$ cat src/hdl/busPkg.sv
/*
 * Bus bridge shared types
 * Request encoding, AHB-Lite transfer types, the bundled AHB control
 * word and HBURST codes used by the bridge and its bench
 */
`default_nettype none

package busPkg;

  // Bit 1 requests a read (fetch), bit 0 a write (evict), zero is no request
  typedef logic [1:0] busRwT;

  // AHB-Lite HTRANS encodings
  typedef enum logic [1:0] {
    IDLE   = 2'b00,
    BUSY   = 2'b01,
    NONSEQ = 2'b10,
    SEQ    = 2'b11
  } ahbTransT;

  // Address phase control, split onto HTRANS, HWRITE and HBURST at the top
  typedef struct packed {
    ahbTransT   trans;
    logic       write;
    logic [2:0] burst;
  } ahbCtrlT;

  // HBURST codes
  localparam logic [2:0] burstSingle = 3'b000;
  localparam logic [2:0] burstIncr   = 3'b001;
  localparam logic [2:0] burstIncr4  = 3'b011;
  localparam logic [2:0] burstIncr8  = 3'b101;
  localparam logic [2:0] burstIncr16 = 3'b111;

endpackage

`default_nettype wire

$ cat src/hdl/busCacheFsm.sv
/*
 * Bus sequencing FSM
 * Runs single uncached accesses and cache line bursts on AHB-Lite,
 * with address and data phase word counters, stall, commit and ack
 */
`timescale 1ns/1ps
`default_nettype none

module busCacheFsm #(
  parameter int wordsPerLine = 4
) (
  input  wire logic                              HCLK,
  input  wire logic                              HRESETn,
  input  wire busPkg::busRwT                     busRw,
  input  wire logic                              cpuBusy,
  input  wire busPkg::busRwT                     cacheBusRw,
  input  wire logic                              HREADY,
  output logic                                   busCommitted,
  output logic                                   busStall,
  output logic                                   captureEn,
  output logic                                   cacheBusAck,
  output logic                                   selUncachedAdr,
  output logic                                   selBusWord,
  output logic [$clog2(wordsPerLine)-1:0]        wordCount,
  output logic [$clog2(wordsPerLine)-1:0]        wordCountDelayed,
  output busPkg::ahbCtrlT                        ahbCtrl
);

  localparam int logWpl = $clog2(wordsPerLine);

  typedef enum logic [2:0] {
    adrPhase,
    dataPhase,
    memHold,
    cacheFetch,
    cacheEvict
  } stateT;

  stateT       state;
  stateT       nextState;
  logic        cacheAccess;
  logic        finalWord;
  logic        cntEn;
  logic        cntClr;
  logic [2:0]  lineBurst;

  ////////////////////////////////////////////////////////////
  // State register and next state
  ////////////////////////////////////////////////////////////

  always_ff @(posedge HCLK) begin
    if (!HRESETn) begin
      state <= adrPhase;
    end else begin
      state <= nextState;
    end
  end

  always_comb begin
    nextState = state;
    case (state)
      // Uncached traffic wins over line transfers
      adrPhase: begin
        if (HREADY && |busRw) nextState = dataPhase;
        else if (HREADY && cacheBusRw[0]) nextState = cacheEvict;
        else if (HREADY && cacheBusRw[1]) nextState = cacheFetch;
      end
      dataPhase: begin
        if (HREADY) nextState = memHold;
      end
      // Hold result until the CPU can take it
      memHold: begin
        if (!cpuBusy) nextState = adrPhase;
      end
      cacheFetch, cacheEvict: begin
        // Last data phase done, chain straight into a pending request
        if (HREADY && finalWord) begin
          if (cacheBusRw[0]) nextState = cacheEvict;
          else if (cacheBusRw[1]) nextState = cacheFetch;
          else nextState = adrPhase;
        end
      end
      default: nextState = adrPhase;
    endcase
  end

  ////////////////////////////////////////////////////////////
  // Word counters
  ////////////////////////////////////////////////////////////

  // wordCount follows the address phase, wordCountDelayed the data phase
  assign cacheAccess = (state == cacheFetch) || (state == cacheEvict);
  assign cntClr = (nextState == adrPhase);
  assign cntEn = HREADY && (cacheAccess ||
                 ((state == adrPhase) && !(|busRw) && |cacheBusRw));

  always_ff @(posedge HCLK) begin
    if (!HRESETn || cntClr) begin
      wordCount        <= '0;
      wordCountDelayed <= '0;
    end else if (cntEn) begin
      // Wraps to zero after the last address phase
      wordCount        <= wordCount + 1'b1;
      wordCountDelayed <= wordCount;
    end
  end

  assign finalWord = (wordCountDelayed == logWpl'(wordsPerLine - 1));

  ////////////////////////////////////////////////////////////
  // Status toward CPU, cache and data path
  ////////////////////////////////////////////////////////////

  assign busStall = ((state == adrPhase) && (|busRw || |cacheBusRw)) ||
                    (state == dataPhase) || cacheAccess;
  assign busCommitted = (state != adrPhase);
  assign selUncachedAdr = ((state == adrPhase) && |busRw) ||
                          (state == dataPhase) || (state == memHold);
  assign selBusWord = cacheAccess;
  // Sample HRDATA on each completing read data phase
  assign captureEn = HREADY && (((state == dataPhase) && busRw[1]) ||
                                (state == cacheFetch));
  assign cacheBusAck = cacheAccess && HREADY && finalWord;

  ////////////////////////////////////////////////////////////
  // AHB control
  ////////////////////////////////////////////////////////////

  always_comb begin
    case (wordsPerLine)
      4:       lineBurst = busPkg::burstIncr4;
      8:       lineBurst = busPkg::burstIncr8;
      16:      lineBurst = busPkg::burstIncr16;
      default: lineBurst = busPkg::burstIncr;
    endcase
  end

  always_comb begin
    ahbCtrl.trans = busPkg::IDLE;
    ahbCtrl.write = 1'b0;
    ahbCtrl.burst = busPkg::burstSingle;
    if (state == adrPhase) begin
      if (|busRw) begin
        ahbCtrl.trans = busPkg::NONSEQ;
        ahbCtrl.write = busRw[0];
      end else if (|cacheBusRw) begin
        ahbCtrl.trans = busPkg::NONSEQ;
        ahbCtrl.write = cacheBusRw[0];
        ahbCtrl.burst = lineBurst;
      end
    end else if (cacheAccess) begin
      if (wordCount != '0) begin
        // Remaining beats of the current line
        ahbCtrl.trans = busPkg::SEQ;
        ahbCtrl.write = (state == cacheEvict);
        ahbCtrl.burst = lineBurst;
      end else if (finalWord && HREADY && |cacheBusRw) begin
        // Next line overlaps the last data phase
        ahbCtrl.trans = busPkg::NONSEQ;
        ahbCtrl.write = cacheBusRw[0];
        ahbCtrl.burst = lineBurst;
      end
    end
  end

endmodule

`default_nettype wire

$ cat src/hdl/busAddrGen.sv
/*
 * AHB address generator
 * Picks the word aligned CPU address for uncached accesses, or the line
 * base with the burst word index for cache line transfers
 */
`timescale 1ns/1ps
`default_nettype none

module busAddrGen #(
  parameter int xlen         = 32,
  parameter int wordsPerLine = 4
) (
  input  wire logic [xlen-1:0]                 cpuAdr,
  input  wire logic [xlen-1:0]                 cacheLineAdr,
  input  wire logic                            selUncachedAdr,
  input  wire logic [$clog2(wordsPerLine)-1:0] wordCount,
  output logic [xlen-1:0]                      HADDR
);

  localparam int logWpl  = $clog2(wordsPerLine);
  // Byte offset bits within one word
  localparam int offBits = $clog2(xlen / 8);

  logic [xlen-1:0] uncachedAdr;
  logic [xlen-1:0] lineWordAdr;

  // Full word transfers only, drop the byte offset
  assign uncachedAdr = {cpuAdr[xlen-1:offBits], {offBits{1'b0}}};

  // Word index sits right above the byte offset
  assign lineWordAdr = {cacheLineAdr[xlen-1:offBits+logWpl],
                        wordCount,
                        {offBits{1'b0}}};

  assign HADDR = selUncachedAdr ? uncachedAdr : lineWordAdr;

endmodule

`default_nettype wire

$ cat src/hdl/busDataPath.sv
/*
 * Bridge data path
 * Captures read words into the line buffer or the uncached read register
 * and selects the write word for each data phase
 */
`timescale 1ns/1ps
`default_nettype none

module busDataPath #(
  parameter int xlen         = 32,
  parameter int wordsPerLine = 4
) (
  input  wire logic                              HCLK,
  input  wire logic                              HRESETn,
  input  wire logic [xlen-1:0]                   HRDATA,
  input  wire logic                              captureEn,
  input  wire logic                              selBusWord,
  input  wire busPkg::busRwT                     busRw,
  input  wire logic [$clog2(wordsPerLine)-1:0]   wordCountDelayed,
  input  wire logic [xlen-1:0]                   cpuWriteData,
  input  wire logic [wordsPerLine*xlen-1:0]      evictLine,
  output logic [xlen-1:0]                        HWDATA,
  output logic [xlen-1:0]                        readData,
  output logic [wordsPerLine*xlen-1:0]           fetchedLine
);

  // Fetched words, indexed by data phase word count
  logic [wordsPerLine-1:0][xlen-1:0] lineBuf;

  ////////////////////////////////////////////////////////////
  // Read capture
  ////////////////////////////////////////////////////////////

  always_ff @(posedge HCLK) begin
    if (captureEn && selBusWord) begin
      lineBuf[wordCountDelayed] <= HRDATA;
    end
  end

  // Uncached read result, kept until the next uncached read lands
  always_ff @(posedge HCLK) begin
    if (!HRESETn) begin
      readData <= '0;
    end else if (captureEn && !selBusWord && busRw[1]) begin
      readData <= HRDATA;
    end
  end

  assign fetchedLine = lineBuf;

  ////////////////////////////////////////////////////////////
  // Write data
  ////////////////////////////////////////////////////////////

  // Evict word follows the data phase, not the address phase
  assign HWDATA = selBusWord ? evictLine[wordCountDelayed*xlen +: xlen] : cpuWriteData;

endmodule

`default_nettype wire

$ cat src/hdl/busBridge.sv
/*
 * Load/store bus bridge top level
 * Connects the bus FSM, address generator and data path between the
 * CPU and cache request ports and one AHB-Lite master port
 */
`timescale 1ns/1ps
`default_nettype none

module busBridge #(
  parameter int xlen         = 32,
  parameter int wordsPerLine = 4
) (
  input  wire logic                          HCLK,
  input  wire logic                          HRESETn,
  // CPU side
  input  wire busPkg::busRwT                 busRw,
  input  wire logic [xlen-1:0]               cpuAdr,
  input  wire logic [xlen-1:0]               cpuWriteData,
  input  wire logic                          cpuBusy,
  output logic                               busStall,
  output logic                               busCommitted,
  output logic [xlen-1:0]                    readData,
  // Cache side
  input  wire busPkg::busRwT                 cacheBusRw,
  input  wire logic [xlen-1:0]               cacheLineAdr,
  input  wire logic [wordsPerLine*xlen-1:0]  evictLine,
  output logic                               cacheBusAck,
  output logic [wordsPerLine*xlen-1:0]       fetchedLine,
  // AHB-Lite master
  output logic [xlen-1:0]                    HADDR,
  output busPkg::ahbTransT                   HTRANS,
  output logic                               HWRITE,
  output logic [2:0]                         HBURST,
  output logic [xlen-1:0]                    HWDATA,
  input  wire logic [xlen-1:0]               HRDATA,
  input  wire logic                          HREADY
);

  localparam int logWpl = $clog2(wordsPerLine);

  busPkg::ahbCtrlT   ahbCtrl;
  logic              captureEn;
  logic              selUncachedAdr;
  logic              selBusWord;
  logic [logWpl-1:0] wordCount;
  logic [logWpl-1:0] wordCountDelayed;

  busCacheFsm #(.wordsPerLine(wordsPerLine)) busCacheFsm_i (
    .HCLK, .HRESETn, .busRw, .cpuBusy, .cacheBusRw, .HREADY,
    .busCommitted, .busStall, .captureEn, .cacheBusAck,
    .selUncachedAdr, .selBusWord, .wordCount, .wordCountDelayed, .ahbCtrl
  );

  busAddrGen #(.xlen(xlen), .wordsPerLine(wordsPerLine)) busAddrGen_i (
    .cpuAdr, .cacheLineAdr, .selUncachedAdr, .wordCount, .HADDR
  );

  busDataPath #(.xlen(xlen), .wordsPerLine(wordsPerLine)) busDataPath_i (
    .HCLK, .HRESETn, .HRDATA, .captureEn, .selBusWord, .busRw,
    .wordCountDelayed, .cpuWriteData, .evictLine,
    .HWDATA, .readData, .fetchedLine
  );

  // Split the control word onto the AHB pins
  assign HTRANS = ahbCtrl.trans;
  assign HWRITE = ahbCtrl.write;
  assign HBURST = ahbCtrl.burst;

endmodule

`default_nettype wire

$ cat config.mk
export PLATFORM = sky130hd
export DESIGN_NAME = busBridge
export DESIGN_NICKNAME = d
export VERILOG_FILES = /design/src/hdl/busPkg.sv /design/src/hdl/busCacheFsm.sv /design/src/hdl/busAddrGen.sv /design/src/hdl/busDataPath.sv /design/src/hdl/busBridge.sv
export SDC_FILE = /design/constraint.sdc
export NUM_CORES = 1
export LEC_CHECK = 0
export ABC_AREA = 1
export BUFFER_PORTS_ARGS = -buffer_cell sky130_fd_sc_hd__buf_2
export CAP_MARGIN = 20
export CELL_PAD_IN_SITES_DETAIL_PLACEMENT = 1
export CELL_PAD_IN_SITES_GLOBAL_PLACEMENT = 2
export CORE_ASPECT_RATIO = 0.8
export CORE_MARGIN = 4
export CORE_UTILIZATION = 20
export CTS_CLUSTER_DIAMETER = 30
export CTS_CLUSTER_SIZE = 12
export DETAILED_ROUTE_END_ITERATION = 8
export PLACE_DENSITY_LB_ADDON = 0.1
export SYNTH_ARGS = -nofsm -noshare
export SYNTH_HDL_FRONTEND = slang
export SYNTH_HIERARCHICAL = 1
export SYNTH_SLANG_ARGS = --single-unit
$ cat constraint.sdc
create_clock -name HCLK -period 4.2 [get_ports HCLK]
set_input_delay 0.63 -clock HCLK [delete_from_list [all_inputs] [get_ports HCLK]]
set_output_delay 0.63 -clock HCLK [all_outputs]
set_load 0.02 [all_outputs]
# == After elaboration in Yosys (flattened, before gate mapping) ==
# Index checks and enable logic that the tools add are counted.
# word_totals
ff_bits,167
inputBits,264
out_inout_bits,233
elab_cells,75
# classes
add_sub_neg,1
magnitude_cmp,2
eq_ne,5
shift,1
mux,21
n_reduce_logical,37
# op_table
cell,n
$bwmux W128,1
$shiftx A128 B8 Y32,1
$mux W32,3
$demux W32 S2,1
$mux W6,5
$mux W3,9
$logic_and A1 B1 Y1,18
$pmux W3 S4,1
$logic_or A1 B1 Y1,9
$eq A3 B2 Y1 const B,2
$logic_not A3 Y1,2
$reduce_or A2 Y1,3
$eq A3 B1 Y1 const B,1
$eq A3 B3 Y1 const B,1
$logic_not A1 Y1,3
$lt A2 B3 Y1 const B,1
$reduce_bool A3 Y1,1
$add A2 B1 Y2 const B,1
$eq A2 B2 Y1 const B,1
$ge A2 B1 Y1 const B,1
$mux W2,1
$reduce_bool A2 Y1,1

# == Longest topological paths before layout ==
# Gate-level depths: netlist of run 1.
# logic_depth
word_depth,7
depth_mapped,11
depth_no_buf,10

# == Cells and area by module ==
# The synthesis of run 1 kept the hierarchy.
# by_module_without_submodules
module,n_inst,cells_per_inst,area_per_inst_um2,seq_area_each_um2
busDataPath,1,684,6577.6,4484.3
busCacheFsm,1,108,658.1,140.1
busAddrGen,1,100,390.4,0.0

# == Least setup slack after synthesis of run 1 ==
# No wires, ideal clock.
# synth_path
kind,input -> register
from,input HREADY
to,"register busDataPath_i.lineBuf (netlist bit busDataPath_i/fetchedLine[64]), enable pin"
setup_time_ps,461
t_arrival_ps,3503
required_ps,3739
setup_slack_ps,235
cell_stages,5
n_path_buf,1
cell_sequence,buf_4 inv_1 a211oi_1 nand2_1 nor3_1
# synth_between
elab_chain_cells,2
# synth_rtl
element,line,source
"start, declared",busBridge.sv:36,input wire logic HREADY
$logic_and A1 B1 Y1,busCacheFsm.sv:121,assign captureEn = HREADY && (((state == dataPhase) && busRw[1]) ||
net captureEn,busBridge.sv:42,logic captureEn;
$logic_and A1 B1 Y1,busDataPath.sv:35,if (captureEn && selBusWord) begin
"end signal, assigned by index",busDataPath.sv:36,lineBuf[wordCountDelayed] <= HRDATA;
"end, declared",busDataPath.sv:28,logic [wordsPerLine-1:0][xlen-1:0] lineBuf;
# The timed path passes the listed nets, and every way through them passes these cells.
# A chain may end at the register's enable or synchronous reset.

# == Final worst setup path of run 1 ==
# layout_path
from,register busCacheFsm_i.state[2]
to,output HWDATA[0]
# layout_between
elab_chain_cells,3
word_cells_on_any_way,4
cone_classes,eq/ne: 2; mux: 1; reduce/logical: 1
# layout_rtl
element,line,source
"start, declared",busCacheFsm.sv:39,stateT state;
"start signal, assigned",busCacheFsm.sv:53,state <= adrPhase;
"start signal, assigned",busCacheFsm.sv:55,state <= nextState;
$eq A3 B2 Y1 / $eq A3 B3 Y1 (equally long branches),busCacheFsm.sv:92,assign cacheAccess = (state == cacheFetch) || (state == cacheEvict);
$logic_or A1 B1 Y1 (*),busCacheFsm.sv:92,
net selBusWord,busBridge.sv:44,logic selBusWord;
$mux W32 (*),busDataPath.sv:56,assign HWDATA = selBusWord ? evictLine[wordCountDelayed*xlen +: xlen] : cpuWriteData;
"end, declared",busBridge.sv:34,"output logic [xlen-1:0] HWDATA,"
# Mark *: on every way through the listed nets, which the timed path passes. The rest lies on a longest branch.

==> flow_summary_export.csv, run 1 <==
group,metric,value,unit
critical_path,r2r_slack,1.69,ns
run,maxCapViolations,0,
clock_network,postCtsSetupBuffers,0,
floorplanning,rows,63,
placement,post-place-cells,1829,
timing,tightest_slew,0.826,ns
critical_path,arrival,2.59,ns
timing,min_period_over_period,76.6,%
yosys,seq_area_frac_synth,60.6,%
status,status,"finished, final reports clean",
floorplanning,core_area,37400,µm²
critical_path,crit_type,"reg2out",
timing,fin_crit,3.22,ns
pwr,power.density,382,nW/µm²
critical_path,critPathRequiredTime,3.57,ns
routing,routed_wl,34200,µm
routing,ant_nets,0,
pwr,vdd_drop_max,209,µV
worst_hold_path,min_path_type,"in2reg",
grt,grt_pass1_wl,49500,µm
routing,drt_first_iter_violations,239,
timing,slew_violations,0,
pwr,power.total,4230,µW
grt,grt_max_degree,70,
critical_path,timing.rr.start,"busCacheFsm_i/state[2]$_SDFF_PN0_",
clock_network,cts_root_buf,"clkbuf_16",
clock_network,clk_path_buf_depth,2,
timing,rsz0062_at_grt,"no",
critical_path,reg2regPathDepth,8,
timing,setup_viol_count_final,0,
yosys,synthDistinctLibCells,32,
pwr,swShare,30.5,%
placement,hpwl,26700,µm
clock_network,clk_pin_slew,0.07,ns
placement,globalplace.congestion,0.730,
yosys,synth.avg_cell_area,8.55,µm²
pwr,p_sw,1290,µW
grt,overflow,0,
routing,via_per_inst,4.04,
clock_network,cts_hold_buf,0,
placement,port-buffer-count,487,
clock_network,tritoncts,"yes",
final_layout,utilization,29.6,%
critical_path,start_kind,"register",
timing,timing.fmax,0.311,GHz
final_layout,drive_gt1_share,40.2,%
critical_path,r2r_end,"busDataPath_i/readData[6]$_SDFFE_PN0P_",
yosys,synth_seq_cells,167,
pwr,combPwrFrac,21.2,%
timing,setup_tns,0,ns
floorplanning,boundaryPins,497,
pwr,p_int,2940,µW
grt,grt_pass1_vias,7737,
critical_path,cp_max_fo,39,
routing,num_vias,7528,
yosys,ys_warn_count,6,
clock_network,cts.sinks,167,
worst_hold_path,holdPathStages,1,
grt,grt.total_usage,15.8,%
floorplanning,start_util,20.4,%
routing,drc,0,
final_layout,finalNonFillerCells,1865,
clock_network,post_cts_resized,0,
timing,skew,0.0104,ns
routing,post_drt_wl_per_cell,18.3,µm
worst_hold_path,hold_path_startpoint,"HRDATA[15]",
clock_network,insertion_delay,0.43,ns
clock_network,numCtsBuffers,17,
yosys,netlist_instances,892,
floorplanning,die_area,41300,µm²
pwr,seqPwrFrac,42.7,%
timing,slew_headroom,44.9,%
routing,dr.pass1.iters,5,
pwr,clkPwrFrac,36.1,%
yosys,synth_area,7630,µm²
timing,hold_viol_final,0,
clock_network,htree_levels,4,
floorplanning,die_x,226,µm
floorplanning,die_y,183,µm
grt,antenna_found_initial,9,
pwr,power.leakage,0.00553,µW
critical_path,end_kind,"primary output",
final_layout,synthToLayoutAreaGrowth,45.3,%
worst_hold_path,hold_path_end,"busDataPath_i/fetchedLine[79]$_DFFE_PP_",
final_layout,final_net_count,1626,
-- cell type report --
class	instances	area, µm²
well taps	487	609
clock inverters	13	135
fillers	4592	26300
repair buffers	497	2510
inverters	25	100
diodes	4	10.0
flip-flops and latches	167	4630
clock buffers	19	433
multi-input cells	653	2650
-- synthesized netlist by cell type (all sizes together) --
| library cell | n | area share (%) |
|---|---|---|
| nand2 | 507 | 25 |
| edfxtp | 128 | 50 |
| nor2 | 75 | 3.8 |
| buf | 41 | 3.3 |
| dfxtp | 39 | 10 |
| o21ai | 37 | 2.4 |
| inv | 23 | 1.1 |
| nand3 | 16 | 1.4 |
| clkbuf | 7 | 0.34 |
| nor3 | 4 | 0.26 |
| a21oi | 2 | 0.13 |
| clkinv | 2 | 0.18 |
| conb | 2 | 0.098 |
| a211oi | 1 | 0.098 |
| a31oi | 1 | 0.082 |
| ha | 1 | 0.16 |
| nand3b | 1 | 0.098 |
| nand4 | 1 | 0.082 |
| o211ai | 1 | 0.098 |
| o22ai | 1 | 0.082 |
| or2 | 1 | 0.082 |
| xor2 | 1 | 0.21 |
-- cells by family (layout without fill, tap and decap cells) --
kind of cell               Yosys count  in the layout  synth area share (%)
AOI/OAI and AO/OA                   43             43                  2.92
adders and majority gates            1              1                 0.164
and+or+nand+nor                    605            605                  31.0
buffers and inverters               73            554                  4.92
other                                2              7                0.0985
xor gates and xnor gates             1              1                 0.213
DFF                                167            167                  60.6
-- power by group through the flow --
stage	logic, µW	clock network [µW]	registers, µW
floorplan	515	0	1860
global placement	920	0	1840
detailed placement	923	0	1840
CTS	925	1570	1810
global route	1010	1650	1810
finish	896	1520	1810
-- critical path, stage by stage, from the launching register on --
cell,delay [ns]
dfxtp_1,0.46
inv_1,0.11
nand3_1,0.14
nand2_4,0.33
inv_2,0.46
buf_4,0.30
nand2_1,0.07
nand2_1,0.06
buf_2,0.20
-- per-stage QoR --
stage	instance area [µm²]	worst slack, ns	hold slack, ns
global route	11100	0.650	0.423
floorplan	7630	0.235	0.518
global placement	10500	1.32	0.461
finish	11100	0.983	0.440
detailed placement	10500	1.32	0.470
CTS	11100	0.855	0.420
-- registers in the layout, summed over array words and instances (netlist names) --
| signal | flops |
|---|---|
| busCacheFsm_i/state | 3 |
| busDataPath_i/readData | 32 |
| busCacheFsm_i/wordCountDelayed | 2 |
| busDataPath_i/fetchedLine | 128 |
| busCacheFsm_i/wordCount | 2 |
-- worst max-delay path by stage --
stage,start,to,depth (start not counted)
finish,busCacheFsm_i/state[2]$_SDFF_PN0_,HWDATA[0],8
global route,busCacheFsm_i/state[2]$_SDFF_PN0_,HWDATA[23],8
CTS,busCacheFsm_i/state[2]$_SDFF_PN0_,HWDATA[22],8
detailed placement,HREADY,busDataPath_i/fetchedLine[119]$_DFFE_PP_,6
global placement,busCacheFsm_i/state[2]$_SDFF_PN0_,HWDATA[0],8
floorplan,HREADY,busDataPath_i/fetchedLine[64]$_DFFE_PP_,5
-- metal layers --
layer  share of wire (%)  vias to the layer above  track usage (%)
met3                 6.3                       21             4.39
met1                  42                     3500             19.7
met4                0.68                       10             2.56
li1                    -                     3770                -
met5                0.18                        -                0
met2                  50                      227             27.9
-- placed cells by master, fill, tap and decap left out, types with 3 or more instances in the layout --
cell | Yosys | layout
inv_1 | 17 | 17
nand2_1 | 503 | 503
conb_1 | 2 | 3
inv_2 | 6 | 6
edfxtp_1 | 128 | 128
o21ai_0 | 3 | 3
nand2_4 | 4 | 4
nor3_2 | 0 | 4
nand3_1 | 12 | 12
dfxtp_1 | 39 | 37
inv_8 | 0 | 4
buf_2 | 19 | 487
o21ai_1 | 34 | 34
nor2_1 | 73 | 73
nand3_2 | 3 | 3
buf_4 | 13 | 10
inv_6 | 0 | 4
clkbuf_16 | 0 | 17
diode_2 | 0 | 4
(Power assumes the default switching activity.)
==> run 2: changes to the inputs <==
--- a/config.mk
+++ b/config.mk
@@ -12,7 +12,7 @@
 export CELL_PAD_IN_SITES_GLOBAL_PLACEMENT = 2
 export CORE_ASPECT_RATIO = 0.8
 export CORE_MARGIN = 4
-export CORE_UTILIZATION = 20
+export CORE_UTILIZATION = 22
 export CTS_CLUSTER_DIAMETER = 30
 export CTS_CLUSTER_SIZE = 12
 export DETAILED_ROUTE_END_ITERATION = 8
==> constraint.sdc (replaced) <==
create_clock -name HCLK -period 3.1 [get_ports HCLK]
set_input_delay 0.465 -clock HCLK [delete_from_list [all_inputs] [get_ports HCLK]]
set_output_delay 0.465 -clock HCLK [all_outputs]
set_load 0.02 [all_outputs]
==> run 2 against run 1 <==
Clock skew rose by 0.0011 ns. Sequential power up 35%. Register-to-register slack worse by 0.82 ns. Critical path depth is 1 higher. Cell area is 1.0% higher. First-iteration DRC count rose by 13%. Total power increased by 38%.
==> flow_summary_export.csv, run 2 (synthesized netlist as in run 1, its figures left out) <==
group,metric,value,unit
pwr,p_sw,1890,µW
floorplanning,start_util,22.5,%
floorplanning,die_area,37700,µm²
timing,setup_viol_count_final,0,
timing,fin_crit,2.78,ns
grt,overflow,0,
grt,grt_max_degree,70,
clock_network,clk_pin_slew,0.08,ns
routing,num_vias,7597,
worst_hold_path,min_path_type,"in2reg",
timing,rsz0062_at_grt,"no",
pwr,vdd_drop_max,343,µV
final_layout,final_cell_mix,"nand2_1 (503), buf_2 (487), edfxtp_1 (128)",
critical_path,crit_type,"reg2out",
pwr,power.density,521,nW/µm²
routing,post_drt_wl_per_cell,18.3,µm
final_layout,fillCellCount,4223,
floorplanning,boundaryPins,497,
critical_path,end_kind,"primary output",
critical_path,start_kind,"register",
routing,via_per_inst,4.12,
pwr,clkPwrFrac,37.1,%
run,maxCapViolations,0,
clock_network,clk_path_buf_depth,2,
routing,drc,0,
clock_network,numCtsBuffers,17,
pwr,p_int,3950,µW
final_layout,final_common_cell,"nand2_1",
timing,hold_viol_final,0,
final_layout,synthToLayoutAreaGrowth,46.8,%
grt,antenna_found_initial,7,
timing,setup_tns,0,ns
pwr,seqPwrFrac,41.9,%
pwr,combPwrFrac,21.0,%
timing,skew,0.0115,ns
placement,port-buffer-count,487,
final_layout,seq_area,4630,µm²
clock_network,postCtsSetupBuffers,0,
floorplanning,die_y,175,µm
timing,timing.fmax,0.359,GHz
routing,routed_wl,33700,µm
clock_network,htree_levels,4,
pwr,swShare,32.3,%
pwr,power.leakage,0.00558,µW
placement,dp_slack,0.622,ns
grt,grt_pass1_wl,49600,µm
clock_network,cts_hold_buf,0,
final_layout,multi_input_area,2650,µm²
status,status,"finished, final reports clean",
critical_path,critPathRequiredTime,2.63,ns
final_layout,largest_reg_flops,128,
routing,dr.pass1.iters,4,
final_layout,drive_gt1_share,40.5,%
timing,slew_violations,0,
grt,grt.total_usage,17.2,%
clock_network,cts.sinks,167,
critical_path,arrival,2.32,ns
floorplanning,core_area,33900,µm²
routing,ant_nets,0,
routing,drt_first_iter_violations,270,
placement,hpwl,25900,µm
placement,globalplace.congestion,0.761,
timing,min_period_over_period,89.8,%
grt,grt_pass1_vias,7761,
critical_path,cp_max_fo,29,
timing,fin_ws,0.315,ns
floorplanning,die_x,216,µm
timing,tightest_slew,0.771,ns
clock_network,cts_root_buf,"clkbuf_16",
timing,slew_headroom,48.6,%
clock_network,insertion_delay,0.43,ns
clock_network,tritoncts,"yes",
floorplanning,rows,60,
final_layout,final_net_count,1628,
## run 2: changes by cell type in the layout (fill, tap and decap cells not counted), sizes merged
cell | before | now
clkinv | 5 | 8
buf | 497 | 499
clkbuf | 19 | 17
bufinv | 1 | 0
diode | 4 | 3
## run 2: final timing paths
path,startpoint,endpoint,slack [ns],depth (start not counted)
hold reg to reg,busDataPath_i/readData[2]$_SDFFE_PN0P_,busDataPath_i/readData[2]$_SDFFE_PN0P_,0.48,2
hold / removal,HRDATA[28],busDataPath_i/fetchedLine[28]$_DFFE_PP_,0.26,1
setup reg to reg,busCacheFsm_i/state[2]$_SDFF_PN0_,busDataPath_i/readData[28]$_SDFFE_PN0P_,0.87,9
setup / recovery,busCacheFsm_i/state[1]$_SDFF_PN0_,HBURST[0],0.32,9
## run 2: stage by stage
step	area (µm²)	instances	power (µW)	util, %	hold WS [ns]
floorplan	7630	893	3220	-	0.518
global placement	10600	1809	3740	31.1	0.459
detailed placement	10600	1809	3750	31.1	0.469
CTS	11200	1841	5940	33.0	0.235
global route	11200	1843	6150	33.0	0.250
finish	11200	1844	5840	33.0	0.262
## run 2: power by group through the flow
stage | Sequential, µW | Clock [µW] | Combinational (µW)
after global routing | 2450 | 2330 | 1370
after detailed placement | 2500 | 0 | 1250
after CTS | 2450 | 2230 | 1260
final | 2450 | 2170 | 1220
after global placement | 2500 | 0 | 1240
after floorplan | 2520 | 0 | 697
## run 2: routing by layer
metal	GRT usage [%]	vias up	share of wire, %
met1	20.6	3524	41
met2	30.1	256	50
met5	0	-	0.15
met4	4.32	8	1.7
met3	5.61	35	7.3
li1	-	3774	-
## run 2: timing repair
action | CTS | global route
endpoints found under the hold margin | 0 | 0
resized for setup | 0 | 1
setup endpoints to repair | 0 | 1
## run 2: critical path: stages (launching register included)
cell and delay (ns):
dfxtp_1 0.36, inv_2 0.15, nand3_1 0.14, nand2_4 0.18, buf_6 0.32, clkinv_4 0.12
nor2_1 0.18, a21oi_1 0.11, nand2_1 0.10, buf_2 0.21
## run 2: layout make-up
class | count | area share (%)
antenna | 3 | 0.0671
clock buffer | 17 | 3.80
clock inverter | 15 | 1.74
inverter | 25 | 0.894
multi-input combinational | 653 | 23.7
sequential | 167 | 41.3
tap | 465 | 5.20
timing repair buffer | 499 | 23.3
==> run 3: changes to the inputs <==
--- a/config.mk
+++ b/config.mk
@@ -8,14 +8,13 @@
 export ABC_AREA = 1
 export BUFFER_PORTS_ARGS = -buffer_cell sky130_fd_sc_hd__buf_2
 export CAP_MARGIN = 20
-export CELL_PAD_IN_SITES_DETAIL_PLACEMENT = 1
-export CELL_PAD_IN_SITES_GLOBAL_PLACEMENT = 2
-export CORE_ASPECT_RATIO = 0.8
-export CORE_MARGIN = 4
-export CORE_UTILIZATION = 22
+export CELL_PAD_IN_SITES_DETAIL_PLACEMENT = 0
+export CELL_PAD_IN_SITES_GLOBAL_PLACEMENT = 1
+export CORE_AREA = 3 3 192 194
 export CTS_CLUSTER_DIAMETER = 30
 export CTS_CLUSTER_SIZE = 12
 export DETAILED_ROUTE_END_ITERATION = 8
+export DIE_AREA = 0 0 195 197
 export PLACE_DENSITY_LB_ADDON = 0.1
 export SYNTH_ARGS = -nofsm -noshare
 export SYNTH_HDL_FRONTEND = slang
==> run 3 against run 2 <==
Sequential power is essentially flat. Routed wire length shrank 9.8%. Sequential cell count is the same. Worst setup slack lost 0.038 ns. Clock skew grew 0.0033 ns. Fmax shrank 1.4%. Combinational power is essentially flat. Total power shrank 2.1%. Highest routed layer unchanged.
==> flow_summary_export.csv, run 3 (synthesized netlist as in run 1, its figures left out) <==
group,metric,value,unit
status,status,"finished, final reports clean",
grt,grt_pass1_vias,7311,
floorplanning,die_x,195,µm
timing,fin_crit,2.82,ns
grt,antenna_found_initial,6,
timing,setup_viol_count_final,0,
critical_path,r2r_end,"busDataPath_i/readData[27]$_SDFFE_PN0P_",
routing,post_drt_wl_per_cell,16.5,µm
routing,drc,0,
critical_path,crit_type,"reg2out",
clock_network,postCtsSetupBuffers,0,
timing,timing.fmax,0.354,GHz
critical_path,crit_path_end,"HWDATA[22]",
routing,dr.pass1.iters,5,
routing,ant_nets,0,
clock_network,cts_hold_buf,0,
final_layout,final_net_count,1629,
final_layout,final_common_cell,"nand2_1",
critical_path,end_kind,"primary output",
clock_network,cts.sinks,167,
clock_network,clk_path_buf_depth,2,
worst_hold_path,min_path_type,"in2reg",
placement,placed_cell_area,10500,µm²
grt,grt.total_usage,15.0,%
timing,rsz0062_at_grt,"no",
critical_path,crit_start,"busCacheFsm_i/state[2]$_SDFF_PN0_",
floorplanning,die_area,38400,µm²
timing,skew,0.0148,ns
critical_path,crit_chain,"inv_1 -> nand3_1 -> nand2_4 -> inv_2 -> buf_4 -> nand2_1 -> nand2_1 -> buf_2",
routing,num_vias,7388,
final_layout,stdcell_area,11100,µm²
clock_network,insertion_delay,0.42,ns
final_layout,fillCellCount,3885,
placement,globalplace.congestion,0.736,
clock_network,post_cts_resized,0,
grt,grt_pass1_wl,44600,µm
pwr,power.density,513,nW/µm²
critical_path,timing.rr.start,"busCacheFsm_i/state[2]$_SDFF_PN0_",
grt,overflow,0,
floorplanning,boundaryPins,497,
critical_path,slowest_stage,"dfxtp_1",
floorplanning,rows,69,
placement,port-buffer-count,487,
final_layout,finalNonFillerCells,1842,
critical_path,max_stage_delay,0.45,ns
placement,post-place-cells,1806,
critical_path,arrival,2.36,ns
critical_path,crit_top_cell,"nand2_1",
floorplanning,start_util,21.5,%
critical_path,r2r_slack,0.60,ns
critical_path,reg2regPathDepth,8,
critical_path,critPathRequiredTime,2.63,ns
floorplanning,die_y,197,µm
timing,tightest_slew,0.778,ns
final_layout,drive_gt1_share,40.5,%
placement,dp_slack,0.533,ns
pwr,vdd_drop_max,358,µV
clock_network,cts_root_buf,"clkbuf_16",
routing,routed_wl,30400,µm
clock_network,tritoncts,"yes",
final_layout,largest_reg_flops,128,
timing,fin_ws,0.277,ns
critical_path,start_kind,"register",
grt,grt_max_degree,70,
clock_network,htree_levels,4,
placement,hpwl,23400,µm
critical_path,cp_max_fo,21,
final_layout,synthToLayoutAreaGrowth,46.0,%
pwr,power.total,5710,µW
timing,slew_headroom,48.1,%
clock_network,clk_pin_slew,0.08,ns
timing,min_period_over_period,91.1,%
final_layout,final_cell_mix,"nand2_1 (503), buf_2 (487), edfxtp_1 (128)",
timing,hold_viol_final,0,
routing,via_per_inst,4.01,
run,maxCapViolations,0,
routing,drt_first_iter_violations,238,
clock_network,numCtsBuffers,17,
pwr,power.leakage,0.00557,µW
timing,slew_violations,0,
floorplanning,core_area,35400,µm²
run 3: cell count changes in the layout (fill, tap and decap cells not counted), sizes merged:
cell and change:
clkbuf +1, buf +1, inv -1, diode +1
run 3: layout make-up:
cell class                      count  area, µm²  share of cell area [%]
Timing Repair Buffer              500       2580                    23.2
Clock buffer                       18        429                    3.85
Sequential cell                   167       4630                    41.6
Inverter                           25        100                   0.899
Antenna cell                        4       10.0                  0.0899
Clock inverter                     14        156                    1.40
Tap cell                          461        577                    5.18
Multi-Input combinational cell    653       2650                    23.8
run 3: how the worst min path moves through the flow:
stage / from / end / slack [ns] / cells after the start
after global placement: busDataPath_i/readData[5]$_SDFFE_PN0P_ / busDataPath_i/readData[5]$_SDFFE_PN0P_ / 0.46 / 2
after floorplan: busCacheFsm_i/wordCount[1]$_SDFFE_PP0P_ / busCacheFsm_i/wordCount[1]$_SDFFE_PP0P_ / 0.52 / 4
after CTS: HRDATA[13] / busDataPath_i/fetchedLine[45]$_DFFE_PP_ / 0.25 / 1
after detailed placement: busDataPath_i/readData[18]$_SDFFE_PN0P_ / busDataPath_i/readData[18]$_SDFFE_PN0P_ / 0.47 / 2
after global routing: HRDATA[14] / busDataPath_i/fetchedLine[110]$_DFFE_PP_ / 0.26 / 1
final: HRDATA[13] / busDataPath_i/fetchedLine[13]$_DFFE_PP_ / 0.27 / 1
run 3: per-stage QoR:
stage	TNS (ns)	utilization, %	hold slack [ns]
6_report	0	31.5	0.271
2_1_floorplan	-89.56	-	0.518
3_3_place_gp	0	29.8	0.463
3_5_place_dp	0	29.8	0.466
5_1_grt	0	31.4	0.258
4_1_cts	0	31.4	0.251
run 3: metal layers:
| metal | vias up | part of all wire (%) | global-route usage, % |
|---|---|---|---|
| li1 | 3784 | - | - |
| met1 | 3263 | 42 | 18.8 |
| met4 | 4 | 1.3 | 3.70 |
| met3 | 22 | 8.2 | 4.43 |
| met2 | 315 | 48 | 25.7 |
| met5 | - | 0.092 | 0 |
run 3: worst max-delay path, delay by kind of cell, from the launching register on:
kind	cells	cell delay (ns)
buffers and inverters	4	1.01
flip-flops	1	0.45
AND/OR/NAND/NOR	4	0.47
run 3: power by group:
group | internal, µW | switching (µW)
registers | 2430 | 16.0
clock network | 1080 | 968
logic | 414 | 804
total | 3920 | 1790
